[src/hdl/mania_pkg.sv]
////////////////////////////////////////
// shared sizes, tick periods and types for the rhythm game core
// import into every core module
////////////////////////////////////////

package mania_pkg;

	// chart source and memory
	localparam int BYTE_W = 8;
	localparam int BYTES_PER_WORD = 3;
	localparam int WORD_W = BYTE_W * BYTES_PER_WORD;
	localparam int ADDR_W = 13;
	localparam int CHART_DEPTH = 8192;
	localparam int LANES = 4;

	// play timing, short for simulation
	localparam int AUDIO_PERIOD = 8; // clocks per audio tick
	localparam int UPDATE_PERIOD = 20; // clocks per update tick
	localparam int PLAY_DELAY = 4; // silent audio ticks

	typedef enum logic [2:0] {
		PH_INIT,
		PH_LOAD,
		PH_W_LOAD,
		PH_SCAN,
		PH_W_SCAN,
		PH_PLAY
	} core_phase_e;

	// one byte from the chart source
	typedef struct packed {
		logic [BYTE_W-1:0] data;
		logic last; // final chart byte
	} byte_xfer_t;

	typedef struct packed {
		logic [ADDR_W-1:0] base;
		logic [ADDR_W-1:0] size;
	} lane_entry_t;

	typedef lane_entry_t [LANES-1:0] lane_table_t;

endpackage

[src/hdl/core_sequencer.sv]
////////////////////////////////////////
// phase register for load, scan and play
// decodes engine start pulses from the phase
////////////////////////////////////////

`timescale 1ns/1ps

module core_sequencer import mania_pkg::*; (
	input logic CLK,
	input logic RESET_L,
	output core_phase_e phase,
	output logic load_start,
	input logic load_done,
	output logic scan_start,
	input logic scan_done,
	output logic play_en
);

	core_phase_e phase_nx;

	always_ff @(posedge CLK) begin
		if (!RESET_L)
			phase <= PH_INIT;
		else
			phase <= phase_nx;
	end

	always_comb begin
		phase_nx = phase;
		case (phase)
			PH_INIT:
				phase_nx = PH_LOAD;
			PH_LOAD:
				phase_nx = PH_W_LOAD;
			PH_W_LOAD:
				if (load_done)
					phase_nx = PH_SCAN;
			PH_SCAN:
				phase_nx = PH_W_SCAN;
			PH_W_SCAN:
				if (scan_done)
					phase_nx = PH_PLAY;
			PH_PLAY:
				phase_nx = PH_PLAY; // stays until reset
			default:
				phase_nx = PH_INIT;
		endcase
	end

	// single cycle starts, the load/scan phases last one clock
	assign load_start = (phase == PH_LOAD);
	assign scan_start = (phase == PH_SCAN);
	assign play_en = (phase == PH_PLAY);

endmodule

[config.mk]
export PLATFORM = sky130hd
export DESIGN_NAME = core_sequencer
export DESIGN_NICKNAME = d
export VERILOG_FILES = /design/src/hdl/mania_pkg.sv /design/src/hdl/core_sequencer.sv
export SDC_FILE = /design/constraint.sdc
export NUM_CORES = 1
export LEC_CHECK = 0
export BUFFER_PORTS_ARGS = -buffer_cell sky130_fd_sc_hd__buf_2
export CORE_AREA = 2 2 39 41
export CTS_BUF_LIST = sky130_fd_sc_hd__clkbuf_8
export DETAILED_ROUTE_END_ITERATION = 10
export DIE_AREA = 0 0 41 43
export PLACE_DENSITY = 0.41
export SYNTH_ARGS = -nofsm -noshare
export SYNTH_HDL_FRONTEND = slang
export SYNTH_SLANG_ARGS = --single-unit
[constraint.sdc]
create_clock -name CLK -period 1.1 [get_ports CLK]
set_input_delay 0.22 -clock CLK [delete_from_list [all_inputs] [get_ports CLK]]
set_output_delay 0.22 -clock CLK [all_outputs]
set_load 0.005 [all_outputs]
Yosys cells after proc, flatten, opt, wreduce, memory -nomap -nowiden
Index checks and enable logic that the tools add are counted.
{"block": "op_classes", "eq_ne": 7, "muxes": 3, "n_reduce_logical": 2}
{"cell": "$pmux W3 S6", "count": 1}
{"cell": "$eq A3 B2 Y1 const B", "count": 2}
{"cell": "$eq A3 B3 Y1 const B", "count": 2}
{"cell": "$mux W3", "count": 2}
{"cell": "$ne A2 B2 Y1 const B", "count": 2}
{"cell": "$eq A3 B1 Y1 const B", "count": 1}
{"cell": "$logic_not A3 Y1", "count": 1}
{"cell": "$reduce_and A2 Y1", "count": 1}
{"block": "word_totals", "out_inout_bits": 6, "reg_bits": 3}

Longest topological paths before layout
{"block": "logic_depth", "depth_word": 3, "depth_mapped": 2}

Least setup slack after synthesis
OpenSTA, ideal clock, no wires.
{"block": "synth_timing", "path_type": "reg-to-output", "start": "register phase[0]", "end": "output load_start", "stages_incl_launch_ff": 3, "arrival_time_ns": 0.758, "setup_slack_ns": 0.122, "cell_sequence": "dfxtp_1 nor2b_1 nor2b_1"}
{"block": "synth_between", "elab_chain_cells": 1}
{"element": "start, declared", "line_no": "core_sequencer.sv:11", "text": "output core_phase_e phase,"}
{"element": "start signal, assigned", "line_no": "core_sequencer.sv:25", "text": "phase <= phase_nx;"}
{"element": "$eq A3 B1 Y1", "line_no": "core_sequencer.sv:51", "text": "assign load_start = (phase == PH_LOAD);"}
{"element": "end, declared", "line_no": "core_sequencer.sv:12", "text": "output logic load_start,"}
Every way passes these cells.

Worst setup path after layout
{"block": "layout_timing", "start": "register phase[0]", "end": "output scan_start"}
{"block": "layout_between", "elab_chain_cells": 1}
{"element": "$eq A3 B2 Y1", "line_no": "core_sequencer.sv:52", "text": "assign scan_start = (phase == PH_SCAN);"}
{"element": "end, declared", "line_no": "core_sequencer.sv:14", "text": "output logic scan_start,"}
Every way passes these cells.

==> results.ini <==
[floorplan]
fp-row-count=14
die-width_um=41
ioPinCount=10
fp.coreArea_sq_um=1384
die_h_um=43
dieArea_sq_um=1763
start_util=0.1076

[drt]
viasPerCell=3.392
dr.pass1.iters=1
ant_nets=0
route.vias.total=173
wl_per_cell_um=8.549
highest_layer=met3
drt_iter0_markers=0
drc=0
dr_wl_met2_um=181
routed_wl_um=436
wl_met3_um=72
wl_met1_um=182

[layout]
final-seq-area_sq_um=65.06
largest_registers=phase (3)
final_cell_mix=buf_2, buf_4, clkbuf_8
multi_input_area_sq_um=97.59
largest_register_ffs=3
nets=40
top_register=phase
fillerInstances=153
final_common_cell=buf_2
area_delta_synth_final_pct=118.5
drive_gt1_frac=0.6571
diodes=0

[synthesis]
syn_area_sq_um=148.9
yosysWarnings=0
synth_top_area_share=0.4034
ys_ff_latch=3
postSynthAreaPerCell_sq_um=9.306
synth.distinct_cells=12
synth_cells=16
syn_nets=20
synth_area_leaders=dfxtp_1, nor2b_1, a2111oi_2
synth_largest_area_cell=dfxtp_1
synth_seq_area_share=0.4034

[setup_path]
worst-setup-path-type=flop to output port
path_max_fanout=5
r2r-start=phase[0]
r2r_cells=4
start_kind=flop
crit_arrival_ps=930
end_kind=output port
required_ps=880
rrSetupSlack_ps=100
rr_endpoint=phase[2]

[clocking]
clk_pin_slew_ps=30
clock_sinks=3
cts_tree=built
htreeDepth=1
root_buffer=clkbuf_8
cts_buffer_depth=2
insertion_delay_ps=210
cts_buffers=3
hold_buffers=0

[timing]
slew_headroom=0.8320
tightest_slew_ps=251.5
rsz0062_at_grt=true
setup_ws_ps=-47.09
fin_skew_ps=0.07720
final-setup-viol-count=2
hold_viol_final=0
fin_crit_sh=1.043
layout_min_cycle_time_ps=1147
setup_tns_ps=-67.90
maxSlewViolCount=0
hold_ws_ps=230.2
fmax_mhz=871.8

[grt]
grt_overflow=0
antenna_found_initial=0
grt_pass1_wl_um=731
grt_pass1_vias=177
grt_max_degree=9
track_usage=0.06921

[worst_hold_path]
worstHoldStart=RESET_L
holdPathEnd=phase[2]
hold_path_class=input pin to flop
worstHoldPathCells=2

[pwr]
ir_drop_mv=0.4217
p_leak_uw=0.0001687
pwr_density_cell_nw_per_um2=1993

[status]
run_status=finished, violations left
failed_checks=setup timing

[run]
cap_violations=0

[placed_design]
portBuffers=9
dpl_worst_slack_ps=94.01
post-dp-hpwl_um=295.5
gp_congestion=0.6372

[through the flow]
step / util / cells / total power [uW] / area, sq um
3_5_place_dp: 0.1655 / 43 / 288.5 / 229.0
4_1_cts: 0.2242 / 50 / 648.2 / 310.3
3_3_place_gp: 0.1655 / 43 / 293.0 / 229.0
5_1_grt: 0.2351 / 51 / 702.5 / 325.3
6_report: 0.2351 / 51 / 648.3 / 325.3
2_1_floorplan: - / 16 / 217.0 / 148.9
[Yosys cell counts]
| cell | n |
|---|---|
| nor3_1 | 1 |
| nand2_1 | 1 |
| nand2b_1 | 1 |
| inv_1 | 1 |
| nor2_1 | 1 |
| nor2b_1 | 3 |
| and3b_1 | 1 |
| dfxtp_1 | 3 |
| xnor2_1 | 1 |
| o21a_1 | 1 |
| nor3b_1 | 1 |
| a2111oi_2 | 1 |
[cell type report]
cell class                 instances  share of cell area
clock buffer                       3              0.1269
clock inverter                     1             0.01154
inverter                           1             0.01154
multi-input combinational         12              0.3000
sequential                         3              0.2000
tap                               16             0.06154
timing repair buffer              15              0.2885
[power by group]
group          switching, uW  internal (uW)  leakage, uW  total (uW)
Sequential              23.5            132    0.0000257         155
Clock                   70.0            237    0.0000269         307
Combinational           66.1            120     0.000116         186
[worst max-delay path by stage]
stage                     depth (start not counted)  slack [ps]      from         end
final                                             3         -50  phase[0]  scan_start
after global routing                              2         -90  phase[1]  scan_start
after CTS                                         3         -60  phase[0]  scan_start
after detailed placement                          3          90  phase[2]  load_start
after global placement                            3          90  phase[2]  load_start
after floorplan                                   2         120  phase[0]  load_start
[metal layers]
layer,vias to the layer above,global-route usage
met2,10,0.06250
met5,-,0
met1,72,0.08333
li1,91,-
met3,0,0.04188
met4,0,0.1000
[worst max-delay path, cell delays in order (launching register included)]
cell and delay, ps:
dfxtp_2 310, buf_6 110, and3b_1 160, buf_2 120
[repair_timing]
item / in CTS / in global routing
resized for setup: 5 / 2
pin swaps: 0 / 0
setup buffers: 3 / 1
setup endpoints to repair: 3 / 4
[cells by family (layout without fill, tap and decap cells)]
| logic type | Yosys count | in the layout | share of synthesized area |
|---|---|---|---|
| buffers and inverters | 1 | 20 | 0.02519 |
| xor gates and xnor gates | 1 | 1 | 0.05883 |
| and+or+nand+nor | 9 | 9 | 0.3613 |
| AOI/OAI and AO/OA | 2 | 2 | 0.1512 |
| DFF | 3 | 3 | 0.4034 |
No activity file was read; power rests on OpenSTA's default activity.
