### config.mk
export PLATFORM = sky130hd
export DESIGN_NAME = playback_timer
export DESIGN_NICKNAME = d
export VERILOG_FILES = /design/src/hdl/mania_pkg.sv /design/src/hdl/playback_timer.sv
export SDC_FILE = /design/constraint.sdc
export NUM_CORES = 1
export LEC_CHECK = 0
export BUFFER_PORTS_ARGS = -buffer_cell sky130_fd_sc_hd__buf_2
export CORE_MARGIN = 3
export CORE_UTILIZATION = 23
export CTS_CLUSTER_DIAMETER = 60
export CTS_CLUSTER_SIZE = 16
export DETAILED_ROUTE_END_ITERATION = 8
export PLACE_DENSITY_LB_ADDON = 0.05
export SLEW_MARGIN = 20
export SYNTH_ARGS = -nofsm -noshare
export SYNTH_HDL_FRONTEND = slang
export SYNTH_SLANG_ARGS = --single-unit
### constraint.sdc
create_clock -name CLK -period 2.1 [get_ports CLK]
set_input_delay 0.21 -clock CLK [delete_from_list [all_inputs] [get_ports CLK]]
set_output_delay 0.21 -clock CLK [all_outputs]
set_load 0.03 [all_outputs]
### src/hdl/mania_pkg.sv
////////////////////////////////////////
// shared sizes, tick periods and types for the rhythm game core
// import into every core module
////////////////////////////////////////

package mania_pkg;

	// chart source and memory
	localparam int BYTE_W = 8;
	localparam int BYTES_PER_WORD = 3;
	localparam int WORD_W = BYTE_W * BYTES_PER_WORD;
	localparam int ADDR_W = 13;
	localparam int CHART_DEPTH = 8192;
	localparam int LANES = 4;

	// play timing, short for simulation
	localparam int AUDIO_PERIOD = 8; // clocks per audio tick
	localparam int UPDATE_PERIOD = 20; // clocks per update tick
	localparam int PLAY_DELAY = 4; // silent audio ticks

	typedef enum logic [2:0] {
		PH_INIT,
		PH_LOAD,
		PH_W_LOAD,
		PH_SCAN,
		PH_W_SCAN,
		PH_PLAY
	} core_phase_e;

	// one byte from the chart source
	typedef struct packed {
		logic [BYTE_W-1:0] data;
		logic last; // final chart byte
	} byte_xfer_t;

	typedef struct packed {
		logic [ADDR_W-1:0] base;
		logic [ADDR_W-1:0] size;
	} lane_entry_t;

	typedef lane_entry_t [LANES-1:0] lane_table_t;

endpackage

### src/hdl/playback_timer.sv
////////////////////////////////////////
// audio and update ticks in play, start delay,
// and the req/ack fetch of song samples
////////////////////////////////////////

`timescale 1ns/1ps

module playback_timer import mania_pkg::*; (
	input logic CLK,
	input logic RESET_L,
	input logic play_en,
	output logic update_tick,
	output logic audio_en,
	output logic song_req,
	input logic song_ack,
	input logic [BYTE_W-1:0] song_sample,
	output logic [BYTE_W-1:0] audio_out
);

	typedef enum logic [1:0] {SG_IDLE, SG_REQ, SG_REL} sg_state_e;

	sg_state_e sst;
	logic [$clog2(AUDIO_PERIOD)-1:0] audio_cnt;
	logic [$clog2(UPDATE_PERIOD)-1:0] update_cnt;
	logic [$clog2(PLAY_DELAY+1)-1:0] delay_cnt;
	logic audio_tick;

	assign audio_tick = play_en && (audio_cnt == AUDIO_PERIOD - 1);
	assign audio_en = play_en;
	assign song_req = (sst == SG_REQ);

	always_ff @(posedge CLK) begin
		if (!RESET_L) begin
			audio_cnt <= '0;
			update_cnt <= '0;
			update_tick <= 1'b0;
		end else if (!play_en) begin
			audio_cnt <= '0;
			update_cnt <= '0;
			update_tick <= 1'b0;
		end else begin
			audio_cnt <= audio_tick ? '0 : audio_cnt + 1'b1;
			update_cnt <= (update_cnt == UPDATE_PERIOD - 1) ? '0 : update_cnt + 1'b1;
			update_tick <= (update_cnt == UPDATE_PERIOD - 1);
		end
	end

	// ticks during an open fetch are simply lost
	always_ff @(posedge CLK) begin
		if (!RESET_L) begin
			sst <= SG_IDLE;
			delay_cnt <= '0;
		end else begin
			if (audio_tick && delay_cnt < PLAY_DELAY)
				delay_cnt <= delay_cnt + 1'b1;
			case (sst)
				SG_IDLE: if (audio_tick && delay_cnt == PLAY_DELAY)
					sst <= SG_REQ;
				SG_REQ: if (song_ack)
					sst <= SG_REL;
				SG_REL: if (!song_ack)
					sst <= SG_IDLE;
				default: sst <= SG_IDLE;
			endcase
		end
	end

	always_ff @(posedge CLK) begin
		if (sst == SG_REQ && song_ack)
			audio_out <= song_sample;
	end

endmodule

* Word-level counts from Yosys, hierarchy flattened
Index checks and enable logic that the tools add are counted.
Word-level totals: output and inout bits 11, flip-flop bits (word level) 22, bits of input ports 12, word-level logic and storage cells 33
Operators by class: mux-type cells 4, bitwise gates (word level) 2, reductions and logical operators 9, magnitude comparators 1, add/subtract/negate cells 3, eq/ne operators 8
Operators with widths (count):
- $add 3x1->3 const B | 2
- $eq 3x3->1 const B | 2
- $mux 2 | 3
- $pmux 2 s3 | 1
- $reduce_or 3->1 | 2
- $add 5x1->5 const B | 1
- $eq 5x5->1 const B | 1
- $logic_and 1x1->1 | 4
- $ne 2x2->1 const B | 2
- $lt 3x3->1 const B | 1
- $reduce_and 3->1 | 1
- $eq 2x1->1 const B | 1
- $eq 2x2->1 const B | 1
- $logic_not 2->1 | 1
- $ne 2x1->1 const B | 1
- $not 1->1 | 2
- $reduce_and 2->1 | 1

* Logic depth before layout (Yosys ltp)
depth in word-level cells 5, mapped depth 5

* Least setup slack after synthesis
OpenSTA, ideal clock, no wires.
kind register to register, from reg sst[0], to reg audio_out[0] (enable), clock period less this slack 1566 ps, setup slack 534 ps, arrival time 1234 ps, buffers on the path 0, cell stages (with the launch flop) 3, path through dfxtp_1 -> nor2b_1 -> and2_1
On the way: cells in the longest elaborated chain, start to end 2
Ends and longest elaborated chain:
- start, declared | line playback_timer.sv:22 | sg_state_e sst;
- start signal, assigned | line playback_timer.sv:51 | sst <= SG_IDLE;
- start signal, assigned | line playback_timer.sv:58 | sst <= SG_REQ;
- start signal, assigned | line playback_timer.sv:60 | sst <= SG_REL;
- $eq 2x1->1
- named net song_req | line playback_timer.sv:14 | output logic song_req,
- $logic_and 1x1->1 | line playback_timer.sv:69 | if (sst == SG_REQ && song_ack)
- end signal, assigned | line playback_timer.sv:70 | audio_out <= song_sample;
- end, declared | line playback_timer.sv:17 | output logic [BYTE_W-1:0] audio_out
The timed path passes the listed nets, and every way through them passes these cells. A chain may end at the register's enable or synchronous reset.

* Worst setup path after layout
from reg sst[0], to out song_req
On the way: cells in the longest elaborated chain, start to end 1
Ends and longest elaborated chain:
- $eq 2x1->1 | line playback_timer.sv:30 | assign song_req = (sst == SG_REQ);
- end, declared | line playback_timer.sv:14
No other way between the ends.

==> results.ini <==
[critical_path]
critPathLaunchType=flip-flop
endpoint_kind=output port
regToRegSetupSlack_ps=820
critPathMaxFanout=3
critical_path_required_ps=1890
r2r_start=sst[0]$_SDFFE_PN0P_
startpoint=sst[0]$_SDFFE_PN0P_
timing.rr.end=audio_out[7]$_DFFE_PP_
worstPathArrival_ps=1140
path_class=flip-flop to output port
reg2reg_depth=2

[grt]
grt_max_degree=14
grt.total_usage=0.07731
grt_pass1_wl_mm=2.525
antenna_found_initial=0
grt_overflow=0
grt_pass1_vias=567

[status]
status=completed

[cts]
clk_latency_ps=310
cts-root-buf=clkbuf_4
cts_sinks=22
cts_hold_buf=0
cts_tree=built
cts_buffers=3
htree_levels=1
cts-resized-gates=0
cts_setup_buffers=0
clk_path_buf_depth=2
clk_pin_slew_worst_paths_ps=140

[run]
cap_violations=0

[placement]
place.port_buffers=22
dp_hpwl_mm=1.124
globalplace.congestion=0.6932

[floorplanning]
die_h_um=66.06
pin_count=23
initial_core_util=0.2429
core_area_mm2=0.003416
die_w_um=66.06
rows=21
die-area_mm2=0.004363

[hold_path]
min_to=audio_out[0]$_DFFE_PP_
worstHoldPathType=primary input to flip-flop
min_from=song_sample[0]
min_path_cells=1

[yosys]
avgSynthCellArea_um2=12.76
ys_ff_latch=22
synth_area_um2=829.5
synth_cell_types=24
syn_inst=65
synth_nets=82
ys_warn_count=0
ys_seq_area_frac=0.6275

[finish]
nets=107
synthToLayoutAreaGrowth_pct=24.28
fillers=374
seq_area_um2=520.5
antennaDiodeCount=0
multi_input_area_um2=275.3
drive_gt1_frac=0.3258

[timing]
clock.fmax_mhz=739.0
period_needed_ps=1353
post-route-period-util=0.6444
slew_headroom=0.7660
whs_ps=61.21
tightest_slew_ps=351.0
hold_violations=0
setup_viol=0
slew_viol_final=0
rsz0062_at_grt=no
final.setup.tns_ps=0
fin_skew_ps=17.27

[drt]
wl_per_cell_um=10.90
first_iter_violations=10
firstDrtPassIters=2
totalWireLength_mm=1.471
avgViaCountPerCell=3.948
ant_nets=0
vias=533
drc_errors=0

[pwr]
switchingPower_uw=147.5
p_int_uw=649.3
p_leak_uw=0.0004365
swShare=0.1851
power_density_mw_per_mm2=772.9
p_clk_frac=0.406
peakVddDrop_v=0.0003768
combPwrFrac=0.034
p_seq_frac=0.560

[kinds of logic after synthesis]
group	count (synthesis)	synth area share
XOR/XNOR	5	0.05280
adder cells (fa/ha/maj)	5	0.07541
flip-flops	22	0.6275
AND/OR/NAND/NOR	24	0.1780
AO/OA/AOI/OAI	3	0.02564
buffers and inverters	6	0.04072
[registers in the layout (all words and copies together) (netlist names)]
register / flops
audio_cnt: 3
audio_out: 8
delay_cnt: 3
sst: 2
update_cnt: 5
update_tick: 1
[Yosys cell counts]
cell type / count / share of area
nand4bb_1: 1 / 0.014
buf_4: 1 / 0.0091
nand2_2: 1 / 0.0075
and2_1: 2 / 0.015
xnor2_1: 2 / 0.021
nor4bb_1: 1 / 0.012
inv_1: 4 / 0.018
nor2_1: 6 / 0.027
nor3b_1: 2 / 0.018
nor3_1: 1 / 0.0060
buf_6: 1 / 0.014
nor2b_1: 2 / 0.015
a31oi_1: 1 / 0.0075
o21ai_1: 1 / 0.0060
nand3b_2: 1 / 0.014
nand2_1: 1 / 0.0045
nand3_1: 3 / 0.018
edfxtp_1: 8 / 0.29
nand3_2: 1 / 0.012
dfxtp_1: 14 / 0.34
xor2_1: 3 / 0.032
a32o_1: 1 / 0.012
and3_1: 2 / 0.015
ha_1: 5 / 0.075
[worst max-delay path by stage]
stage,end,slack [ps],cells past startpoint
CTS,song_req,710,2
global placement,audio_out[5]$_DFFE_PP_,790,2
finish,song_req,750,2
detailed placement,audio_out[1]$_DFFE_PP_,810,2
global route,song_req,630,2
floorplan,audio_out[0]$_DFFE_PP_,530,2
[stage by stage]
stage	setup WS (ps)	power [uW]	utilization	cells	instance area [um^2]
final	746.9	796.8	0.3018	135	1031
after global placement	794.2	483.3	0.2864	131	978.4
after CTS	712.1	813.8	0.3018	135	1031
after detailed placement	812.4	483.8	0.2864	131	978.4
after global routing	634.7	834.5	0.3018	135	1031
after floorplan	533.8	470.6	-	65	829.5
[power by group through the flow]
stage | Clock [uW] | Combinational [uW] | Sequential (uW)
floorplan | 0 | 14.7 | 456
global placement | 0 | 27.1 | 456
detailed placement | 0 | 27.6 | 456
CTS | 339 | 27.7 | 447
global route | 356 | 30.8 | 447
finish | 323 | 26.8 | 447
[worst max-delay path, cell delays in order, from the launching register on]
cell,delay [ps]
dfxtp_1,390
nor2b_1,210
buf_2,230
[cells in the final DEF, fill, tap and decap left out, types with 3 or more instances in the layout]
cell type / n
buf_2: 22
dfxtp_1: 14
edfxtp_1: 8
nor2_1: 6
ha_1: 5
inv_1: 4
nand3_1: 3
xor2_1: 3
clkbuf_4: 3
[cell type report]
class	count	area share
clock buffers	3	0.02184
clock inverters	1	0.02913
inverters	4	0.01456
multi-input cells	37	0.2670
flip-flops and latches	22	0.5049
well taps	46	0.05583
repair buffers	22	0.1068
[layer usage]
layer	wire length, um	GRT usage	vias up
met4	18	0.03807	0
met5	0	0	-
met1	634	0.08805	249
met3	107	0.02381	2
li1	-	-	270
met2	711	0.1302	12
(Power assumes the default switching activity.)
