**src/hdl/mania_pkg.sv**
```systemverilog
////////////////////////////////////////
// shared sizes, tick periods and types for the rhythm game core
// import into every core module
////////////////////////////////////////

package mania_pkg;

	// chart source and memory
	localparam int BYTE_W = 8;
	localparam int BYTES_PER_WORD = 3;
	localparam int WORD_W = BYTE_W * BYTES_PER_WORD;
	localparam int ADDR_W = 13;
	localparam int CHART_DEPTH = 8192;
	localparam int LANES = 4;

	// play timing, short for simulation
	localparam int AUDIO_PERIOD = 8; // clocks per audio tick
	localparam int UPDATE_PERIOD = 20; // clocks per update tick
	localparam int PLAY_DELAY = 4; // silent audio ticks

	typedef enum logic [2:0] {
		PH_INIT,
		PH_LOAD,
		PH_W_LOAD,
		PH_SCAN,
		PH_W_SCAN,
		PH_PLAY
	} core_phase_e;

	// one byte from the chart source
	typedef struct packed {
		logic [BYTE_W-1:0] data;
		logic last; // final chart byte
	} byte_xfer_t;

	typedef struct packed {
		logic [ADDR_W-1:0] base;
		logic [ADDR_W-1:0] size;
	} lane_entry_t;

	typedef lane_entry_t [LANES-1:0] lane_table_t;

endpackage

```
**src/hdl/chart_loader.sv**
```systemverilog
////////////////////////////////////////
// receives chart bytes over req/ack and packs
// them lsb first into words for chart memory
////////////////////////////////////////

`timescale 1ns/1ps

module chart_loader import mania_pkg::*; (
	input logic CLK,
	input logic RESET_L,
	input logic load_start,
	output logic chart_req,
	input logic chart_ack,
	input byte_xfer_t chart_byte,
	output logic wr_en,
	output logic [ADDR_W-1:0] wr_addr,
	output logic [WORD_W-1:0] wr_data,
	output logic load_done
);

	typedef enum logic [1:0] {LD_IDLE, LD_REQ, LD_REL} ld_state_e;

	ld_state_e st;
	logic [$clog2(BYTES_PER_WORD)-1:0] byte_cnt;
	logic [WORD_W-1:0] word;
	logic [WORD_W-1:0] merged;
	logic [ADDR_W-1:0] word_idx;
	logic take;
	logic word_end;
	logic fin;

	assign take = (st == LD_REQ) && chart_ack;
	assign word_end = (byte_cnt == BYTES_PER_WORD - 1) || chart_byte.last;
	assign merged = word | (WORD_W'(chart_byte.data) << (BYTE_W * byte_cnt));
	assign chart_req = (st == LD_REQ);

	always_ff @(posedge CLK) begin
		if (!RESET_L) begin
			st <= LD_IDLE;
			byte_cnt <= '0;
			word_idx <= '0;
			wr_en <= 1'b0;
			fin <= 1'b0;
			load_done <= 1'b0;
		end else begin
			wr_en <= 1'b0;
			fin <= 1'b0;
			load_done <= fin; // one cycle after the last write
			case (st)
				LD_IDLE: if (load_start) begin
					st <= LD_REQ;
					byte_cnt <= '0;
					word_idx <= '0;
				end
				LD_REQ: if (chart_ack) begin
					st <= chart_byte.last ? LD_IDLE : LD_REL; // no more req after last
					fin <= chart_byte.last;
					if (word_end) begin
						wr_en <= 1'b1;
						word_idx <= word_idx + 1'b1;
						byte_cnt <= '0;
					end else begin
						byte_cnt <= byte_cnt + 1'b1;
					end
				end
				LD_REL: if (!chart_ack)
					st <= LD_REQ;
				default: st <= LD_IDLE;
			endcase
		end
	end

	// word assembler
	always_ff @(posedge CLK) begin
		if (st == LD_IDLE && load_start) begin
			word <= '0;
		end else if (take) begin
			if (word_end) begin
				word <= '0; // missing high bytes stay zero
				wr_data <= merged;
				wr_addr <= word_idx;
			end else begin
				word <= merged;
			end
		end
	end

endmodule

```
**config.mk**
```make
export PLATFORM = sky130hd
export DESIGN_NAME = chart_loader
export DESIGN_NICKNAME = d
export VERILOG_FILES = /design/src/hdl/mania_pkg.sv /design/src/hdl/chart_loader.sv
export SDC_FILE = /design/constraint.sdc
export NUM_CORES = 1
export LEC_CHECK = 0
export BUFFER_PORTS_ARGS = -buffer_cell sky130_fd_sc_hd__buf_2
export CORE_ASPECT_RATIO = 1.5
export CORE_UTILIZATION = 49
export DETAILED_ROUTE_END_ITERATION = 6
export PLACE_DENSITY = 0.74
export REMOVE_ABC_BUFFERS = 1
export SLEW_MARGIN = 20
export SYNTH_ARGS = -nofsm -noshare
export SYNTH_HDL_FRONTEND = slang
export SYNTH_SLANG_ARGS = --single-unit
export TNS_END_PERCENT = 5
```
**constraint.sdc**
```tcl
create_clock -name CLK -period 2.6 [get_ports CLK]
set_input_delay 0.26 -clock CLK [delete_from_list [all_inputs] [get_ports CLK]]
set_output_delay 0.26 -clock CLK [all_outputs]
set_load 0.1 [all_outputs]
```
# After elaboration in Yosys (flattened, before gate mapping)
# Cells that the tools add are included.
# totals
wordCells,46
regBits,81
output_inout_bits,40
# classes
n_shift,1
n_reduce_logical,10
n_eq_ne,7
muxes,15
bitwise,2
n_addsub,2
# op_table
op,n
13-bit 2-to-1 mux,3
13-bit one-hot mux with 2 select lines,1
24-bit 2-to-1 mux,1
24-bit bitwise OR,1
8-bit by 5-bit left shift with 24-bit output,1
2-bit 2-to-1 mux,7
13-bit by 1-bit adder with 13-bit output (second input constant),1
3-bit AND reduction,4
2-bit one-hot mux with 3 select lines,1
2-bit == test (second input constant),2
2-bit by 1-bit inequality test with 1-bit output (second input constant),2
2-bit inequality test (second input constant),2
2-bit one-hot mux with 2 select lines,1
4-bit AND reduction,1
2-bit by 1-bit adder with 2-bit output (second input constant),1
2-bit by 1-bit == test with 1-bit output (second input constant),1
1-bit logical AND,2
2-bit zero test,1
2-bit nonzero test,1
1-bit logical OR,1
1-bit 2-to-1 mux,1
1-bit inverter,1

# Longest topological paths before layout
# Gate-level depths: netlist of the first run.
# logic_depth
word_depth,5
depth_mapped,7
mapped_depth_nobuf,6

# Least setup slack after synthesis of the first run
# Ideal clock, no wire load.
# synth_timing
kind,register to register
startpoint,register st[0]
endpoint,register wr_addr[0] (enable)
path_slack_ns,-0.853
n_path_buf,0
setup_time_ns,0.398
arrival_time_ns,3.055
path_stages_with_launch,3
path_cell_list,dfxtp_1 -> nor2b_1 -> and2_1
# synth_between
word_cells_on_any_way,6
cone_classes,eq/ne: 1; bitwise: 1; reduce/logical: 4
# synth_rtl
element,line_no,source
start: declaration,chart_loader.sv:23,ld_state_e st;
start signal: assignment,chart_loader.sv:56,st <= chart_byte.last ? LD_IDLE : LD_REL;
2-bit by 1-bit == test with 1-bit output,--,
via chart_req,chart_loader.sv:12,"output logic chart_req,"
1-bit logical AND,chart_loader.sv:32,assign take = (st == LD_REQ) && chart_ack;
3-bit AND reduction (no line),--,
end signal: assignment,chart_loader.sv:81,wr_addr <= word_idx;
end: declaration,chart_loader.sv:16,"output logic [ADDR_W-1:0] wr_addr,"
# The timed path passes the listed nets, and every way through them passes these cells.
# A chain may end at the register's enable or synchronous reset.

# Final worst setup path of the first run
# layout_timing
startpoint,register byte_cnt[1]
endpoint,register wr_addr[11] (enable)
# layout_between
elab_chain_len,3
# layout_lines
element,line_no,source
start: declaration,chart_loader.sv:24,logic [$clog2(BYTES_PER_WORD)-1:0] byte_cnt;
start signal: assignment,chart_loader.sv:63,byte_cnt <= byte_cnt + 1'b1;
2-bit == test,chart_loader.sv:33,assign word_end = (byte_cnt == BYTES_PER_WORD - 1) || chart_byte.last;
1-bit logical OR,chart_loader.sv:33,
3-bit AND reduction (no line),--,
# No other way between the ends.

==> out/metrics.cfg, run 1 <==
[global_route]
overflow = 0
grt_first_pass_wirelength_mm = 9.07
grt_use_total_pct = 19.0
grt_max_degree = 28
antenna_found_initial = 0
grt_pass1_vias = 1881

[logic_synthesis]
ys_seq_elements = 81
synthSimpleGateAreaFrac_pct = 12.6
synth-main-ff-cell = dfxtp_1
synth_top_family_by_area = compound AO/OA/AOI/OAI gates
yosys_warnings = 0
synth_adder_area_share_pct = 0.817
synthMuxAreaShare_pct = 1.63
synthDistinctLibCells = 41
avgSynthCellArea_sq_um = 12.1
synthCells = 254
synth_edf_count = 37
synthArstFlopShare_pct = 0
syn_area_sq_mm = 0.00306
synth-seq-area-share_pct = 65.0
synth_compound_area_share_pct = 16.2
synth_xor_area_share_pct = 1.43

[worst_hold_path]
hold_class = input pin to register
worstHoldPathCells = 3

[routing]
drc = 0
ant_nets = 0
drt_iter0_drc = 150
wirelength_mm = 5.70
dr.pass1.iters = 4
vias = 2072
wl_per_cell_um = 14.5
via_per_inst = 5.29

[floorplan]
ios = 53
fp.coreArea_sq_mm = 0.00591
die_area_sq_mm = 0.00658
die_w_um = 66.6
fp.dieH_um = 98.8
initial_core_util_pct = 51.8
num_rows = 34

[final_layout]
fin_util_pct = 62.1
syn2layout_area_growth_pct = 19.9
mostFrequentLayoutCells = 52 x buf_2, 44 x dfxtp_1, 37 x edfxtp_1
antenna_cells = 0
final_area_sq_mm = 0.00367
drive_gt1_share_pct = 25.3
final_common_cell = buf_2
final_cell_count_no_fill = 392
fin_nets = 330

[clock_tree]
cts_sinks = 81
clock_latency_ns = 0.35
htree_num_levels = 3
clk_pin_slew_ns = 0.08
cts_root_buffer = clkbuf_8
cts_inserted_buffers = 9
clockBufferDepth = 2
tritoncts = yes
ctsResizeCount = 0
cts_hold_buf = 0
cts_setup_buffers = 0

[worst_setup_path]
arrival_ns = 2.05
end_kind = register
cp_max_fo = 9
start_kind = register
worst-endpoint-required_ns = 2.66
worstRegToRegCells = 5
worst-setup-path-type = register to register

[timing]
slew_headroom_pct = 48.3
worst_pin_slew_ns = 0.771
rsz0062_at_grt = no
period_share_pct = 76.5
setup_viol = 0
max_freq_ghz = 0.503
hold_viol_final = 0
fin_crit_ns = 1.99
skew_ns = 0.00587
slew_violations = 0

[place]
placed_cell_area_sq_mm = 0.00343
gp_congestion = 0.800
dp.cells = 376
portBuffers = 52
dp_hpwl_mm = 3.86

[job]
maxCapViolations = 0

[power_and_ir_drop]
clkPwrFrac_pct = 39.0
power_switching_w = 0.000722
p_per_area_mw_per_mm2 = 760
combPwrFrac_pct = 11.4
seqPwrFrac_pct = 49.6
p_leak_nw = 1.57
intPower_w = 0.00207
swShare_pct = 25.9
ir_worst_vdd_uv = 506

[run_status]
outcome = completed

==> state kept, by name, indices dropped and copies added (netlist names) <==
signal	flops
word	24
wr_data	24
word_idx	13
wr_addr	13
byte_cnt	2
st	2
fin	1
load_done	1
wr_en	1
==> critical path, cell delays in order (launching register included) <==
cell and delay (ns):
dfxtp_1 0.45, ha_1 0.28, o211ai_4 0.13, a21oi_2 0.17, and2_1 0.41, buf_4 0.26
==> cell families (layout without fill, tap and decap cells) <==
logic type | Yosys count | count (layout)
buffers and inverters | 15 | 81
flip-flops | 81 | 81
AND/OR/NAND/NOR | 74 | 74
AO/OA/AOI/OAI | 72 | 72
multiplexers | 5 | 5
adder cells (fa/ha/maj) | 2 | 2
XOR/XNOR | 5 | 5
==> through the flow <==
stage | setup TNS, ns | total power (W) | hold slack (ns) | setup WS [ns]
CTS | 0 | 0.00281 | 0.180 | 0.599
global placement | 0 | 0.00173 | 0.422 | 0.661
finish | 0 | 0.00279 | 0.195 | 0.611
global route | 0 | 0.00288 | 0.196 | 0.469
floorplan | -31.95 | 0.00166 | 0.378 | -0.852
detailed placement | 0 | 0.00173 | 0.425 | 0.623
==> final cells by class <==
type / instances / area (sq um)
clock inverters: 7 / 118
repair buffers: 59 / 325
well taps: 72 / 90.1
flip-flops and latches: 81 / 1990
fillers: 471 / 2240
clock buffers: 9 / 124
inverters: 6 / 22.5
multi-input cells: 158 / 1000
==> cells in the mapped netlist, types with 4 or more instances <==
library cell  count  area share (%)
nor2b_1           9             1.8
xnor2_1           4             1.1
buf_2             5            0.82
nand4_1           4            0.82
a21oi_1          30             4.9
a21o_1           24             5.9
and2_1            4            0.82
o21ai_0           4            0.65
mux2i_1           5             1.6
nor2_1           32             3.9
and3_1            4            0.82
inv_1             6            0.74
nand2_1           6            0.74
dfxtp_1          44              29
edfxtp_1         37              36
==> worst paths after layout <==
kind	startpoint	slack, ns	endpoint
worst min-delay path	chart_byte[0]	0.20	fin
worst min register to register	fin	0.44	load_done
worst max register to register	byte_cnt[1]	0.61	wr_addr[11]
worst max-delay path	byte_cnt[1]	0.61	wr_addr[11]
==> power groups by stage <==
stage / clock network (W) / registers, W / logic [W]
CTS: 0.00111 / 0.00138 / 0.000321
detailed placement: 0 / 0.00141 / 0.000320
finish: 0.00109 / 0.00138 / 0.000319
global route: 0.00115 / 0.00139 / 0.000335
global placement: 0 / 0.00141 / 0.000318
floorplan: 0 / 0.00157 / 0.0000841
==> routing by layer <==
metal	GRT usage, %	routed length, um	vias to the layer above
li1	-	-	1042
met1	20.8	2270	972
met2	32.9	3110	52
met3	4.75	232	6
met4	9.33	83	0
met5	0	0	-
(Power assumes the default switching activity.)
==> run 2: changes to the inputs <==
Clock period 2.6 ns to 1.8 ns, I/O delays scaled along.
==> run 2 against run 1 <==
Compared with the run above:
- via count up 0.34%
- clock skew increased by 0.0064 ns
- die area unchanged
- wire length increased by 0.95%
- fmax up 16%
- clock power is 15% higher
- critical endpoint is now word_idx[11]
- largest cell class unchanged
- highest routed layer unchanged
==> out/metrics.cfg, run 2 (synthesized netlist as in run 1, its figures left out) <==
[worst_setup_path]
worst-endpoint-required_ns = 2.05  ; -0.61 ns
worst-setup-path-type = register to register
start_kind = register
worstRegToRegCells = 6  ; +1
crit_path_start = byte_cnt[0]
end_kind = register
rrSetupSlack_ns = 0.08  ; -0.53 ns
arrival_ns = 1.97  ; -0.08 ns
r2r_start = byte_cnt[0]
cp_max_fo = 6  ; -3
regToRegEndpoint = word_idx[11]

[power_and_ir_drop]
p_leak_nw = 1.58  ; +0.23%
ir_worst_vdd_uv = 609  ; +20%
p_per_area_mw_per_mm2 = 1010  ; +33%

[floorplan]
num_rows = 34  ; unchanged
fp.dieH_um = 98.8  ; unchanged
ios = 53  ; unchanged
die_w_um = 66.6  ; unchanged
fp.coreArea_sq_mm = 0.00591  ; unchanged
initial_core_util_pct = 51.8  ; unchanged
die_area_sq_mm = 0.00658  ; unchanged

[timing]
skew_ns = 0.0123  ; +0.00640 ns
hold_slack_ns = 0.108  ; -0.0868 ns
hold_viol_final = 0  ; unchanged
fin_crit_ns = 1.72  ; -0.268 ns
slew_violations = 0  ; unchanged
slew_headroom_pct = 58.3  ; +10 points
rsz0062_at_grt = yes
period_share_pct = 95.6  ; +19 points
worst_pin_slew_ns = 0.624  ; -0.147 ns
max_freq_ghz = 0.581  ; +16%
setup_viol = 0  ; unchanged

[job]
maxCapViolations = 0  ; unchanged

[place]
dp_hpwl_mm = 3.88  ; +0.53%
placed_cell_area_sq_mm = 0.00348  ; +1.5%
portBuffers = 52  ; unchanged
gp_congestion = 0.792  ; -0.98%

[clock_tree]
clock_latency_ns = 0.36  ; about the same
clk_pin_slew_ns = 0.08  ; about the same
cts_hold_buf = 0  ; unchanged
cts_inserted_buffers = 9  ; unchanged
cts_root_buffer = clkbuf_8
clockBufferDepth = 2  ; unchanged
cts_sinks = 81  ; unchanged
htree_num_levels = 3  ; unchanged
tritoncts = yes

[routing]
wl_per_cell_um = 14.5  ; -0.32%
drc = 0  ; unchanged
ant_nets = 0  ; unchanged
dr.pass1.iters = 4  ; unchanged
wirelength_mm = 5.75  ; +0.95%
vias = 2079  ; +0.34%
via_per_inst = 5.24  ; -0.93%
drt_iter0_drc = 173  ; +15%

[run_status]
outcome = completed

[worst_hold_path]
hold_end = fin
worstHoldPathCells = 3  ; unchanged
hold_class = input pin to register
min_from = chart_byte[0]

[final_layout]
syn2layout_area_growth_pct = 20.6
antenna_cells = 0  ; unchanged
final_area_sq_mm = 0.00369  ; +0.58%
mostFrequentLayoutCells = 51 x buf_2, 44 x dfxtp_1, 37 x edfxtp_1
largestRegisters = word x24, wr_data x24
final_common_cell = buf_2
drive_gt1_share_pct = 26.8  ; +1.5 points
fin_util_pct = 62.5  ; +0.36 points
fin_nets = 335  ; +1.5%

[global_route]
grt_max_degree = 28  ; unchanged
grt_pass1_vias = 2027  ; +7.8%
grt_first_pass_wirelength_mm = 9.30  ; +2.6%
overflow = 0  ; unchanged
grt_use_total_pct = 19.1  ; +0.11 points
antenna_found_initial = 0  ; unchanged

[run 2: cell count changes in the layout (fill, tap and decap cells not counted), sizes merged]
| cell | before | now |
|---|---|---|
| inv | 7 | 6 |
| clkinv | 2 | 4 |
| buf | 59 | 64 |
| clkbuf | 9 | 10 |
| bufinv | 3 | 1 |
[run 2: how the worst max path moves through the flow]
stage / end / slack, ns / cells past startpoint
after detailed placement: word_idx[11] / 0.07 / 6
after CTS: word[1] / 0.006 / 4
after global placement: word[1] / 0.10 / 4
final: word_idx[11] / 0.08 / 6
after global routing: word_idx[11] / -0.04 / 4
after floorplan: wr_addr[0] / -1.65 / 2
[run 2: critical path, cell delays in order (launching register included)]
cell       delay (ns)
dfxtp_1          0.31
inv_1            0.05
ha_2             0.22
o211ai_4         0.12
a2111oi_4        0.59
nand4_1          0.18
mux2i_1          0.14
[run 2: repair_timing]
| action | in CTS | in global routing |
|---|---|---|
| setup buffers | 0 | 0 |
| endpoints found under the hold margin | 0 | 0 |
| resized for setup | 0 | 4 |
| setup endpoints to repair | 0 | 13 |
[run 2: report_power, final]
part | switching (W) | internal [W] | total, W
clock | 0.000620 | 0.000633 | 0.00125
combinational | 0.000378 | 0.000105 | 0.000483
sequential | 0.0000208 | 0.00197 | 0.00199
total | 0.00102 | 0.00271 | 0.00373
[run 2: per-stage QoR]
stage               instances  setup WS (ns)  total power (W)  setup TNS (ns)
floorplan                 245          -1.65          0.00239          -71.41
global placement          381          0.103          0.00251               0
detailed placement        381         0.0680          0.00252               0
CTS                       397        0.00574          0.00375               0
global route              397        -0.0402          0.00385         -0.0402
finish                    397         0.0784          0.00373               0
[run 2: metal layers]
layer  track usage [%]  wire (um)  up-vias
met1              21.5       2380      966
met2              32.2       2980       55
met5                 0          0        -
met3              4.17        234       14
met4              10.8        153        0
li1                  -          -     1044
[run 2: layout make-up]
class	count	area [sq um]
Multi-Input combinational cell	158	1020
Tap cell	72	90.1
Clock buffer	10	128
Timing Repair Buffer	64	378
Sequential cell	81	1990
Clock inverter	6	60.1
Inverter	6	22.5
Fill cell	465	2220
==> run 3: changes to the inputs <==
Settings changed: PLACE_DENSITY 0.74 to unset, PLACE_DENSITY_LB_ADDON set to 0.15, RECOVER_POWER set to 50.
==> run 3 against run 2 <==
Compared with the run above:
- first-iteration DRC count decreased by 35%
- clock power is 24% higher
- worst hold slack better by 0.00076 ns
- register-to-register slack about the same
- critical path depth fell by 2
- combinational power decreased by 1%
- flip-flop and latch count unchanged
- highest routed layer unchanged
==> out/metrics.cfg, run 3 (synthesized netlist as in run 1, its figures left out) <==
[job]
maxCapViolations = 0  ; unchanged

[routing]
vias = 2086  ; +0.34%
wirelength_mm = 5.69  ; -1.1%
via_per_inst = 5.27  ; +0.59%
ant_nets = 0  ; unchanged
wl_per_cell_um = 14.4  ; -0.86%
drt_iter0_drc = 113  ; -35%
dr.pass1.iters = 4  ; unchanged
drc = 0  ; unchanged

[clock_tree]
cts_hold_buf = 0  ; unchanged
cts_root_buffer = clkbuf_8
tritoncts = yes
clockBufferDepth = 2  ; unchanged
htree_num_levels = 3  ; unchanged
cts_sinks = 81  ; unchanged
clock_latency_ns = 0.36  ; about the same
clk_pin_slew_ns = 0.08  ; about the same
cts_inserted_buffers = 9  ; unchanged

[timing]
layout_setup_ws_ns = 0.0851  ; +0.00671 ns
period_share_pct = 95.3  ; -0.37 points
fin_setup_tns_ns = 0  ; unchanged
rsz0062_at_grt = yes
max_freq_ghz = 0.583  ; +0.39%
slew_violations = 0  ; unchanged
worst_pin_slew_ns = 0.871  ; +0.247 ns
hold_viol_final = 0  ; unchanged
skew_ns = 0.00903  ; -0.00324 ns
fin_crit_ns = 1.71  ; -0.00671 ns
hold_slack_ns = 0.109  ; +0.000762 ns
slew_headroom_pct = 41.5  ; -17 points
setup_viol = 0  ; unchanged

[final_layout]
multi_input_area_sq_mm = 0.00100  ; -2.0%
fin_nets = 334  ; -0.30%
mostFrequentLayoutCells = 43 x dfxtp_1, 39 x clkbuf_2, 37 x edfxtp_1
drive_gt1_share_pct = 25.0  ; -1.8 points
fill_cells = 489  ; +5.2%
antenna_cells = 0  ; unchanged
syn2layout_area_growth_pct = 21.1
final_area_sq_mm = 0.00371  ; +0.41%
seq_area_sq_mm = 0.00199  ; about the same
fin_util_pct = 62.7  ; +0.25 points
final_common_cell = dfxtp_1
largestRegisters = word x24, wr_data x24

[worst_setup_path]
crit_chain = nand2_1, nor4b_2, a21oi_1, nor2_1
crit_family = simple AND/OR/NAND/NOR gates
cp_max_fo = 9  ; +3
worst-setup-path-type = register to register
slowest_stage = nor4b_2
path_buf_inv = 0  ; -1
worst-endpoint-required_ns = 2.10  ; +0.05 ns
cp_slowest_stage_delay_ns = 0.72  ; +0.13 ns
start_kind = register
rrSetupSlack_ns = 0.09  ; about the same
regToRegEndpoint = word[20]
worstRegToRegCells = 4  ; -2
end_kind = register
arrival_ns = 2.02  ; +0.05 ns
r2r_start = st[0]

[global_route]
overflow = 0  ; unchanged
grt_use_total_pct = 19.7  ; +0.68 points
grt_pass1_vias = 2068  ; +2.0%
grt_first_pass_wirelength_mm = 9.54  ; +2.5%
antenna_found_initial = 0  ; unchanged
grt_max_degree = 28  ; unchanged

[worst_hold_path]
hold_class = input pin to register
worstHoldPathCells = 3  ; unchanged
hold_end = fin
min_from = chart_byte[0]

[floorplan]
fp.coreArea_sq_mm = 0.00591  ; unchanged
die_w_um = 66.6  ; unchanged
fp.dieH_um = 98.8  ; unchanged
ios = 53  ; unchanged
initial_core_util_pct = 51.8  ; unchanged
die_area_sq_mm = 0.00658  ; unchanged
num_rows = 34  ; unchanged

[power_and_ir_drop]
p_leak_nw = 1.59  ; +0.73%
p_per_area_mw_per_mm2 = 1090  ; +7.4%
ir_worst_vdd_uv = 864  ; +42%

[place]
portBuffers = 52  ; unchanged
placed_cell_area_sq_mm = 0.00349  ; +0.14%
gp_congestion = 0.754  ; -4.9%
dp_hpwl_mm = 3.84  ; -0.90%
post-place-ws_ns = 0.115  ; +0.0469 ns

[run_status]
outcome = completed

run 3: per-layer routing:
metal / routed length [um] / GRT usage [%] / part of all wire (%) / up-vias
li1: - / - / - / 1049
met1: 2380 / 21.5 / 42 / 987
met2: 2980 / 33.7 / 52 / 40
met3: 171 / 5.67 / 3.0 / 10
met4: 155 / 10.3 / 2.7 / 0
met5: 0 / 0 / 0 / -
run 3: per-stage QoR:
step           std cells  power (W)
3_5_place_dp         380    0.00252
6_report             396    0.00402
2_1_floorplan        245    0.00239
3_3_place_gp         380    0.00252
5_1_grt              396    0.00416
4_1_cts              396    0.00406
run 3: power by group:
part	total (W)	switching (W)	internal, W	leakage, nW
logic	0.000476	0.000375	0.000100	0.779
registers	0.00200	0.0000235	0.00197	0.691
clock network	0.00155	0.000629	0.000922	0.118
total	0.00402	0.00103	0.00300	1.59
run 3: area by class of cell:
class | count | share of cell area, %
Clock buffer | 11 | 3.54
Clock inverter | 5 | 2.80
Inverter | 6 | 0.607
Multi-Input combinational cell | 158 | 27.1
Sequential cell | 81 | 53.7
Tap cell | 72 | 2.43
Timing Repair Buffer | 63 | 9.82
run 3: worst max path at each step:
stage	startpoint	cells after the start	slack, ns	endpoint
2_1_floorplan	st[0]	2	-1.65	wr_addr[0]
3_3_place_gp	byte_cnt[0]	6	0.13	word_idx[11]
3_5_place_dp	st[0]	4	0.11	word[21]
4_1_cts	st[1]	3	0.03	chart_req
5_1_grt	st[0]	4	-0.06	word[20]
6_report	st[0]	4	0.09	word[20]
run 3: repair_timing:
item | in CTS | in global routing
setup endpoints to repair | 0 | 8
endpoints found under the hold margin | 0 | 0
gates resized for setup | 0 | 2
setup buffers | 0 | 0
run 3: tightest hold or removal path: stages:
cell	delay (ns)
buf_2	0.14
nand2_1	0.06
nor3_1	0.04
